--- src/noc_pkg.sv ---
// Network flit format for the eastbound router chain.
// A flit is one data word plus the number of the node that consumes it.

package noc_pkg;

    // Width of one flit data word
    localparam int data_w = 32;

    // Node numbers are 2 bits, so the chain holds up to four routers
    localparam int node_w = 2;

    typedef logic [data_w-1:0] data_t;

    typedef logic [node_w-1:0] node_t;

    // Single-flit packet as stored in the router buffers
    typedef struct packed {
        data_t data;
        node_t dest;
    } flit_t;

endpackage

--- src/acc_pkg.sv ---
// Accumulator types for the traffic processors.
// The running sum is two data words wide and is also the final result.

package acc_pkg;

    // Width of a running sum and of the result at the last node
    localparam int sum_w = 64;

    typedef logic [sum_w-1:0] sum_t;

endpackage

--- src/flit_link_if.sv ---
// Credit-controlled flit link between two blocks of the chain.
// The sender raises valid for one cycle per flit and spends a credit.
// The receiver pulses credit once for every buffer slot it frees.

interface flit_link_if;

    logic           valid;
    noc_pkg::data_t data;
    noc_pkg::node_t dest;
    logic           credit;

    // Flit source, holds the credit counter
    modport sender (
        output valid,
        output data,
        output dest,
        input  credit
    );

    // Flit sink, owns the buffer
    modport receiver (
        input  valid,
        input  data,
        input  dest,
        output credit
    );

endinterface

--- src/credit_fifo.sv ---
// Receive buffer for a credit-controlled link.
// Circular buffer with an occupancy count. Space is guaranteed by the
// sender's credits, so a push is always taken. Every pop registers a
// one-cycle credit pulse back to the sender.

module credit_fifo #(
    parameter type payload_t = noc_pkg::data_t,
    parameter int  depth     = 4
) (
    input  logic     clk,
    input  logic     reset,
    input  logic     push,
    input  payload_t push_data,
    input  logic     pop,
    output payload_t head,
    output logic     not_empty,
    output logic     credit
);

    localparam int ptr_w = (depth > 1) ? $clog2(depth) : 1;
    localparam int cnt_w = $clog2(depth + 1);

    payload_t         mem [depth];
    logic [ptr_w-1:0] wr_ptr;
    logic [ptr_w-1:0] rd_ptr;
    logic [cnt_w-1:0] count;

    // Pointer advance with wrap for any depth
    function automatic logic [ptr_w-1:0] next_ptr(input logic [ptr_w-1:0] ptr);
        if (ptr == ptr_w'(depth - 1)) begin
            return '0;
        end
        return ptr + 1'b1;
    endfunction

    always_ff @(posedge clk) begin
        if (push) begin
            mem[wr_ptr] <= push_data;
        end
    end

    always_ff @(posedge clk or posedge reset) begin
        if (reset) begin
            wr_ptr <= '0;
            rd_ptr <= '0;
            count  <= '0;
            credit <= 1'b0;
        end else begin
            if (push) begin
                wr_ptr <= next_ptr(wr_ptr);
            end
            if (pop) begin
                rd_ptr <= next_ptr(rd_ptr);
            end
            case ({push, pop})
                2'b10:   count <= count + 1'b1;
                2'b01:   count <= count - 1'b1;
                default: count <= count;
            endcase
            // Freed slot goes back to the sender next cycle
            credit <= pop;
        end
    end

    assign head      = mem[rd_ptr];
    assign not_empty = (count != '0);

endmodule

--- src/chain_router.sv ---
// Router for one node of the eastbound chain.
// Buffers the west and local_in links, routes west flits by destination
// to local_out or east, and shares east round-robin between both buffers.
// Outputs are registered and gated by per-link credit counters.

module chain_router #(
    parameter int node_id   = 0,
    parameter int buf_depth = 4
) (
    input  logic          clk,
    input  logic          reset,
    flit_link_if.receiver west,
    flit_link_if.receiver local_in,
    flit_link_if.sender   east,
    flit_link_if.sender   local_out
);

    localparam int cnt_w = $clog2(buf_depth + 1);

    noc_pkg::flit_t   west_in;
    noc_pkg::flit_t   west_head;
    noc_pkg::flit_t   local_in_flit;
    noc_pkg::flit_t   local_head;
    logic             west_ne;
    logic             local_ne;
    logic             west_pop;
    logic             local_pop;
    logic             west_is_local;
    logic             west_east_req;
    logic             east_ok;
    logic             local_ok;
    logic             send_local;
    logic             send_east;
    logic             grant_west_east;
    logic             grant_local_east;
    logic             west_prio;
    logic [cnt_w-1:0] east_cnt;
    logic [cnt_w-1:0] local_cnt;
    logic             east_valid;
    logic             local_valid;
    noc_pkg::flit_t   east_flit;
    noc_pkg::flit_t   local_flit;

    assign west_in       = '{data: west.data, dest: west.dest};
    assign local_in_flit = '{data: local_in.data, dest: local_in.dest};

    credit_fifo #(
        .payload_t (noc_pkg::flit_t),
        .depth     (buf_depth)
    ) west_fifo (
        .clk       (clk),
        .reset     (reset),
        .push      (west.valid),
        .push_data (west_in),
        .pop       (west_pop),
        .head      (west_head),
        .not_empty (west_ne),
        .credit    (west.credit)
    );

    credit_fifo #(
        .payload_t (noc_pkg::flit_t),
        .depth     (buf_depth)
    ) local_fifo (
        .clk       (clk),
        .reset     (reset),
        .push      (local_in.valid),
        .push_data (local_in_flit),
        .pop       (local_pop),
        .head      (local_head),
        .not_empty (local_ne),
        .credit    (local_in.credit)
    );

    // West flits for this node leave on local_out, all others go east
    assign west_is_local = (west_head.dest == noc_pkg::node_t'(node_id));
    assign west_east_req = west_ne && !west_is_local;
    assign east_ok       = (east_cnt != '0);
    assign local_ok      = (local_cnt != '0);
    assign send_local    = west_ne && west_is_local && local_ok;

    // Round-robin for east when both buffers compete
    always_comb begin
        grant_west_east  = 1'b0;
        grant_local_east = 1'b0;
        if (east_ok) begin
            if (west_east_req && local_ne) begin
                grant_west_east  = west_prio;
                grant_local_east = !west_prio;
            end else begin
                grant_west_east  = west_east_req;
                grant_local_east = local_ne;
            end
        end
    end

    assign send_east = grant_west_east || grant_local_east;
    assign west_pop  = send_local || grant_west_east;
    assign local_pop = grant_local_east;

    always_ff @(posedge clk or posedge reset) begin
        if (reset) begin
            east_cnt    <= cnt_w'(buf_depth);
            local_cnt   <= cnt_w'(buf_depth);
            east_valid  <= 1'b0;
            local_valid <= 1'b0;
            west_prio   <= 1'b1;
        end else begin
            east_cnt    <= east_cnt - cnt_w'(send_east) + cnt_w'(east.credit);
            local_cnt   <= local_cnt - cnt_w'(send_local) + cnt_w'(local_out.credit);
            east_valid  <= send_east;
            local_valid <= send_local;
            // The buffer just served yields priority
            if (grant_west_east) begin
                west_prio <= 1'b0;
            end else if (grant_local_east) begin
                west_prio <= 1'b1;
            end
        end
    end

    always_ff @(posedge clk) begin
        if (send_east) begin
            east_flit <= grant_west_east ? west_head : local_head;
        end
        if (send_local) begin
            local_flit <= west_head;
        end
    end

    assign east.valid      = east_valid;
    assign east.data       = east_flit.data;
    assign east.dest       = east_flit.dest;
    assign local_out.valid = local_valid;
    assign local_out.data  = local_flit.data;
    assign local_out.dest  = local_flit.dest;

endmodule

--- src/node_accumulator.sv ---
// Traffic processor attached to one router of the chain.
// Buffers arriving words and adds each one, zero-extended, to a 64-bit sum.
// Middle nodes forward the low word of the new sum to the next node.
// The last node presents the sum as the result, paced by result credits.

module node_accumulator #(
    parameter int node_id   = 1,
    parameter int num_nodes = 4,
    parameter int buf_depth = 4
) (
    input  logic          clk,
    input  logic          reset,
    flit_link_if.receiver in_link,
    flit_link_if.sender   fwd_link,
    output logic          out_valid,
    output acc_pkg::sum_t out_sum,
    input  logic          out_credit
);

    localparam bit is_last = (node_id == num_nodes - 1);
    localparam int cnt_w   = $clog2(buf_depth + 1);

    noc_pkg::data_t   head;
    logic             not_empty;
    logic             pop;
    logic             credit_in;
    logic [cnt_w-1:0] down_cnt;
    acc_pkg::sum_t    sum;
    acc_pkg::sum_t    next_sum;
    logic             send_q;
    noc_pkg::data_t   fwd_data_q;

    // Arriving flits always carry this node's number, so only data is kept
    credit_fifo #(
        .payload_t (noc_pkg::data_t),
        .depth     (buf_depth)
    ) in_fifo (
        .clk       (clk),
        .reset     (reset),
        .push      (in_link.valid),
        .push_data (in_link.data),
        .pop       (pop),
        .head      (head),
        .not_empty (not_empty),
        .credit    (in_link.credit)
    );

    // Downstream credits come from the router or from the result sink
    assign credit_in = is_last ? out_credit : fwd_link.credit;
    assign pop       = not_empty && (down_cnt != '0);
    assign next_sum  = sum + {{(acc_pkg::sum_w - noc_pkg::data_w){1'b0}}, head};

    always_ff @(posedge clk or posedge reset) begin
        if (reset) begin
            down_cnt <= cnt_w'(buf_depth);
            sum      <= '0;
            send_q   <= 1'b0;
        end else begin
            down_cnt <= down_cnt - cnt_w'(pop) + cnt_w'(credit_in);
            if (pop) begin
                sum <= next_sum;
            end
            send_q <= pop;
        end
    end

    always_ff @(posedge clk) begin
        if (pop) begin
            fwd_data_q <= next_sum[noc_pkg::data_w-1:0];
        end
    end

    // New flit toward the next node
    assign fwd_link.valid = send_q && !is_last;
    assign fwd_link.data  = is_last ? '0 : fwd_data_q;
    assign fwd_link.dest  = is_last ? '0 : noc_pkg::node_t'(node_id + 1);

    // Result port, used at the last node only
    assign out_valid = send_q && is_last;
    assign out_sum   = sum;

endmodule

--- src/noc_chain_top.sv ---
// Top level of the eastbound router chain.
// Builds num_nodes routers and a traffic processor at every node after the
// first. Injection enters router 0 local_in and the result leaves the last
// processor, both as plain credit-controlled ports.

module noc_chain_top #(
    parameter int num_nodes = 4,
    parameter int buf_depth = 4
) (
    input  logic           clk,
    input  logic           reset,
    input  logic           in_valid,
    input  noc_pkg::data_t in_data,
    input  noc_pkg::node_t in_dest,
    output logic           in_credit,
    output logic           out_valid,
    output acc_pkg::sum_t  out_sum,
    input  logic           out_credit
);

    // chain_link[i] enters router i from the west, chain_link[i+1] leaves east
    flit_link_if chain_link [num_nodes+1] ();
    // Processor to router, and router to processor, per node
    flit_link_if inj_link [num_nodes] ();
    flit_link_if ej_link [num_nodes] ();

    // Processor outputs, one per node that has a processor
    logic          acc_valid [1:num_nodes-1];
    acc_pkg::sum_t acc_sum [1:num_nodes-1];

    // Nothing arrives from west of router 0
    assign chain_link[0].valid = 1'b0;
    assign chain_link[0].data  = '0;
    assign chain_link[0].dest  = '0;

    // No receiver east of the last router
    assign chain_link[num_nodes].credit = 1'b0;

    // Injection into router 0
    assign inj_link[0].valid = in_valid;
    assign inj_link[0].data  = in_data;
    assign inj_link[0].dest  = in_dest;
    assign in_credit         = inj_link[0].credit;

    // Node 0 has no processor
    assign ej_link[0].credit = 1'b0;

    for (genvar i = 0; i < num_nodes; i++) begin : g_node
        chain_router #(
            .node_id   (i),
            .buf_depth (buf_depth)
        ) router_i (
            .clk       (clk),
            .reset     (reset),
            .west      (chain_link[i]),
            .local_in  (inj_link[i]),
            .east      (chain_link[i+1]),
            .local_out (ej_link[i])
        );

        if (i > 0) begin : g_proc
            node_accumulator #(
                .node_id   (i),
                .num_nodes (num_nodes),
                .buf_depth (buf_depth)
            ) proc_i (
                .clk        (clk),
                .reset      (reset),
                .in_link    (ej_link[i]),
                .fwd_link   (inj_link[i]),
                .out_valid  (acc_valid[i]),
                .out_sum    (acc_sum[i]),
                .out_credit (out_credit)
            );
        end
    end

    // Result from the last processor
    assign out_valid = acc_valid[num_nodes-1];
    assign out_sum   = acc_sum[num_nodes-1];

endmodule

--- config.mk ---
export PLATFORM = sky130hd
export DESIGN_NAME = noc_chain_top
export DESIGN_NICKNAME = d
export VERILOG_FILES = /design/src/noc_pkg.sv /design/src/acc_pkg.sv /design/src/flit_link_if.sv /design/src/credit_fifo.sv /design/src/chain_router.sv /design/src/node_accumulator.sv /design/src/noc_chain_top.sv
export SDC_FILE = /design/constraint.sdc
export NUM_CORES = 2
export LEC_CHECK = 0
export CAP_MARGIN = 20
export CORE_MARGIN = 8
export CORE_UTILIZATION = 55
export CTS_CLUSTER_DIAMETER = 30
export DETAILED_ROUTE_END_ITERATION = 8
export DONT_BUFFER_PORTS = 1
export PLACE_DENSITY = 0.77
export SYNTH_ARGS = -nofsm -noshare
export SYNTH_HDL_FRONTEND = slang
export SYNTH_HIERARCHICAL = 1
export SYNTH_SLANG_ARGS = --single-unit
--- constraint.sdc ---
create_clock -name clk -period 7.8 [get_ports clk]
set_input_delay 0.78 -clock clk [delete_from_list [all_inputs] [get_ports clk]]
set_output_delay 0.78 -clock clk [all_outputs]
set_load 0.02 [all_outputs]
==> flow_summary.json <==
{
  "ctsRootBufferMaster": "clkbuf_16",
  "cts_max_level": 5,
  "num_rows": 135,
  "r2r_cells": 12,
  "drt_first_pass_iters": 5,
  "report.final.slew_viol_count": 140,
  "initialDrtViolationCount": 3589,
  "start_kind": "flip-flop",
  "clock_path_buffers": 4,
  "failed_checks": "slew limit",
  "dp.cells": 5777,
  "dpl_cell_area_um2": 77200,
  "postLayoutCellArea_um2": 87600,
  "status": "finished, violations left",
  "antenna_found_initial": 20,
  "ant_nets": 0,
  "die_y_um": 386,
  "io-pin-count": 104,
  "gr-usage-all-layers_pct": 21.8,
  "setup_viol": 0,
  "worst_slack_ns": 3.14,
  "place.port_buffers": 0,
  "tightest_slew_ns": 1.92,
  "endpoint": "g_node[1].g_proc.proc_i/out_sum[30]",
  "path_max_fanout": 25,
  "crit_required_ns": 8.60,
  "tritoncts": "built",
  "die_area_um2": 149000,
  "start_util_pct": 55.4,
  "rsz0062_at_grt": "false",
  "netlist_instances": 3920,
  "r2r_end": "g_node[1].g_proc.proc_i/out_sum[30]",
  "post-dp-hpwl_um": 89600,
  "r2r-start": "g_node[1].g_proc.proc_i/in_fifo/rd_ptr[0]",
  "path_class": "reg -> reg",
  "drive_gt1_share_pct": 23.3,
  "finalNetCount": 4584,
  "routedWlPerCell_um": 25.5,
  "routed_wl_um": 162000,
  "final_cell_count_no_fill": 6364,
  "place_ws_ns": 3.25,
  "syn_area_per_cell_um2": 19.2,
  "startpoint": "g_node[1].g_proc.proc_i/in_fifo/rd_ptr[0]",
  "p_leak_nw": 31.3,
  "drc": 0,
  "place.gp.congestion": 0.878,
  "vias_per_cell": 5.90,
  "cap_violations": 0,
  "maxSlewHeadroom_pct": -27.8,
  "path_clk_slew_ns": 0.05,
  "grt_pass1_vias": 40000,
  "syn_to_final_growth_pct": 16.7,
  "die_w_um": 386,
  "worst-r2r-setup-slack_ns": 3.14,
  "numCtsBuffers": 308,
  "max-vdd-ir-drop_v": 0.000242,
  "fmaxAchievable_mhz": 214,
  "utilization_pct": 64.7,
  "fin_crit_ns": 4.66,
  "vias": 37500,
  "p_per_area_nw_per_um2": 289,
  "postCtsSetupBuffers": 0,
  "min_path_type": "in -> async",
  "hold_viol": 0,
  "worst_setup_path_end_kind": "flip-flop",
  "fin_skew_ns": 0.0601,
  "syn_area_um2": 75100,
  "cts_resized": 0,
  "core_um2": 135000,
  "clkLatencyLatePin_ns": 0.89,
  "arrival_ns": 5.46,
  "grt_pass1_wl_um": 244000,
  "grt_max_degree": 70,
  "grt-ovfl-total": 0,
  "finalCritPeriodShare_pct": 59.8,
  "setup_tns_ns": 0,
  "synth_warnings": 6,
  "cts_sinks": 1854
}
[layout make-up]
| type | count | area (um^2) |
|---|---|---|
| inverters | 118 | 443 |
| clock inverters | 189 | 2000 |
| repair buffers | 109 | 908 |
| fillers | 8470 | 47800 |
| flip-flops and latches | 1854 | 54400 |
| diodes | 8 | 20.0 |
| clock buffers | 354 | 8080 |
| multi-input cells | 1951 | 19500 |
| well taps | 1781 | 2230 |
[sequential cells by signal, summed over array words and instances, names as in the netlist, 9 cells and up]
signal                              count
g_node.g_proc.proc_i/down_cnt           9
g_node.g_proc.proc_i/fwd_link.data     64
g_node.g_proc.proc_i/in_fifo/count      9
g_node.g_proc.proc_i/in_fifo/mem      384
g_node.g_proc.proc_i/out_sum          128
g_node.router_i/east.data              96
g_node.router_i/east_cnt               12
g_node.router_i/local_cnt              12
g_node.router_i/local_fifo/count       12
g_node.router_i/local_fifo/mem        408
g_node.router_i/local_out.data         96
g_node.router_i/west_fifo/count        12
g_node.router_i/west_fifo/mem         544
[routing by layer]
metal  wire [um]  vias to the layer above  GRT usage [%]
li1            -                    16200              -
met1       60900                    19300           26.8
met2       82300                     1611           36.9
met3       11200                      413           4.58
met4        7750                       10           11.0
met5          60                        -              0
[where the power goes]
part           switching, W  internal [W]  leakage (nW)
clock               0.00478       0.00839          4.88
combinational      0.000562      0.000415          8.54
sequential         0.000126        0.0110          17.9
[worst max-delay path: stages (launching register included)]
cell,delay [ns]
dfrtp_2,0.93
buf_4,0.40
mux4_2,0.54
ha_1,0.39
a211oi_1,0.12
o21bai_1,0.15
a21oi_1,0.11
o41ai_1,0.71
a21boi_0,0.42
o31a_1,0.43
xnor2_1,0.22
nand2_1,0.08
nand2_1,0.09
[how the worst min path moves through the flow]
stage                                               to  cells past startpoint  slack [ns]
3_3_place_gp    g_node[2].router_i/local_fifo/count[2]                      1        0.45
3_5_place_dp     g_node[0].router_i/west_fifo/count[2]                      1        0.45
6_report           g_node[3].g_proc.proc_i/down_cnt[0]                      2        0.04
5_1_grt        g_node[0].router_i/local_fifo/wr_ptr[1]                      1       0.007
4_1_cts            g_node[3].g_proc.proc_i/down_cnt[0]                      1        0.01
2_1_floorplan   g_node[0].router_i/local_fifo/count[2]                      1        0.43
[layout by cell type, fill, tap and decap left out, types with 71 or more instances in the layout]
| cell type | count |
|---|---|
| mux2_2 | 124 |
| xor2_1 | 71 |
| ha_1 | 179 |
| inv_1 | 114 |
| nand2_1 | 271 |
| conb_1 | 151 |
| dfrtp_1 | 231 |
| xnor2_1 | 101 |
| a21oi_1 | 99 |
| clkbuf_16 | 314 |
| nor2_1 | 81 |
| edfxtp_1 | 1598 |
| buf_4 | 73 |
| o21ai_0 | 95 |
| mux4_2 | 290 |
[through the flow]
stage          hold WS, ns  total power, W
3_3_place_gp         0.447          0.0122
3_5_place_dp         0.448          0.0122
2_1_floorplan        0.434          0.0120
5_1_grt            0.00680          0.0260
6_report            0.0416          0.0253
4_1_cts             0.0135          0.0254
[timing repair]
item	CTS	global route
hold buffers	36	0
endpoints found under the setup margin	0	0
endpoints found under the hold margin	314	0
No activity file was read; power rests on OpenSTA's default activity.
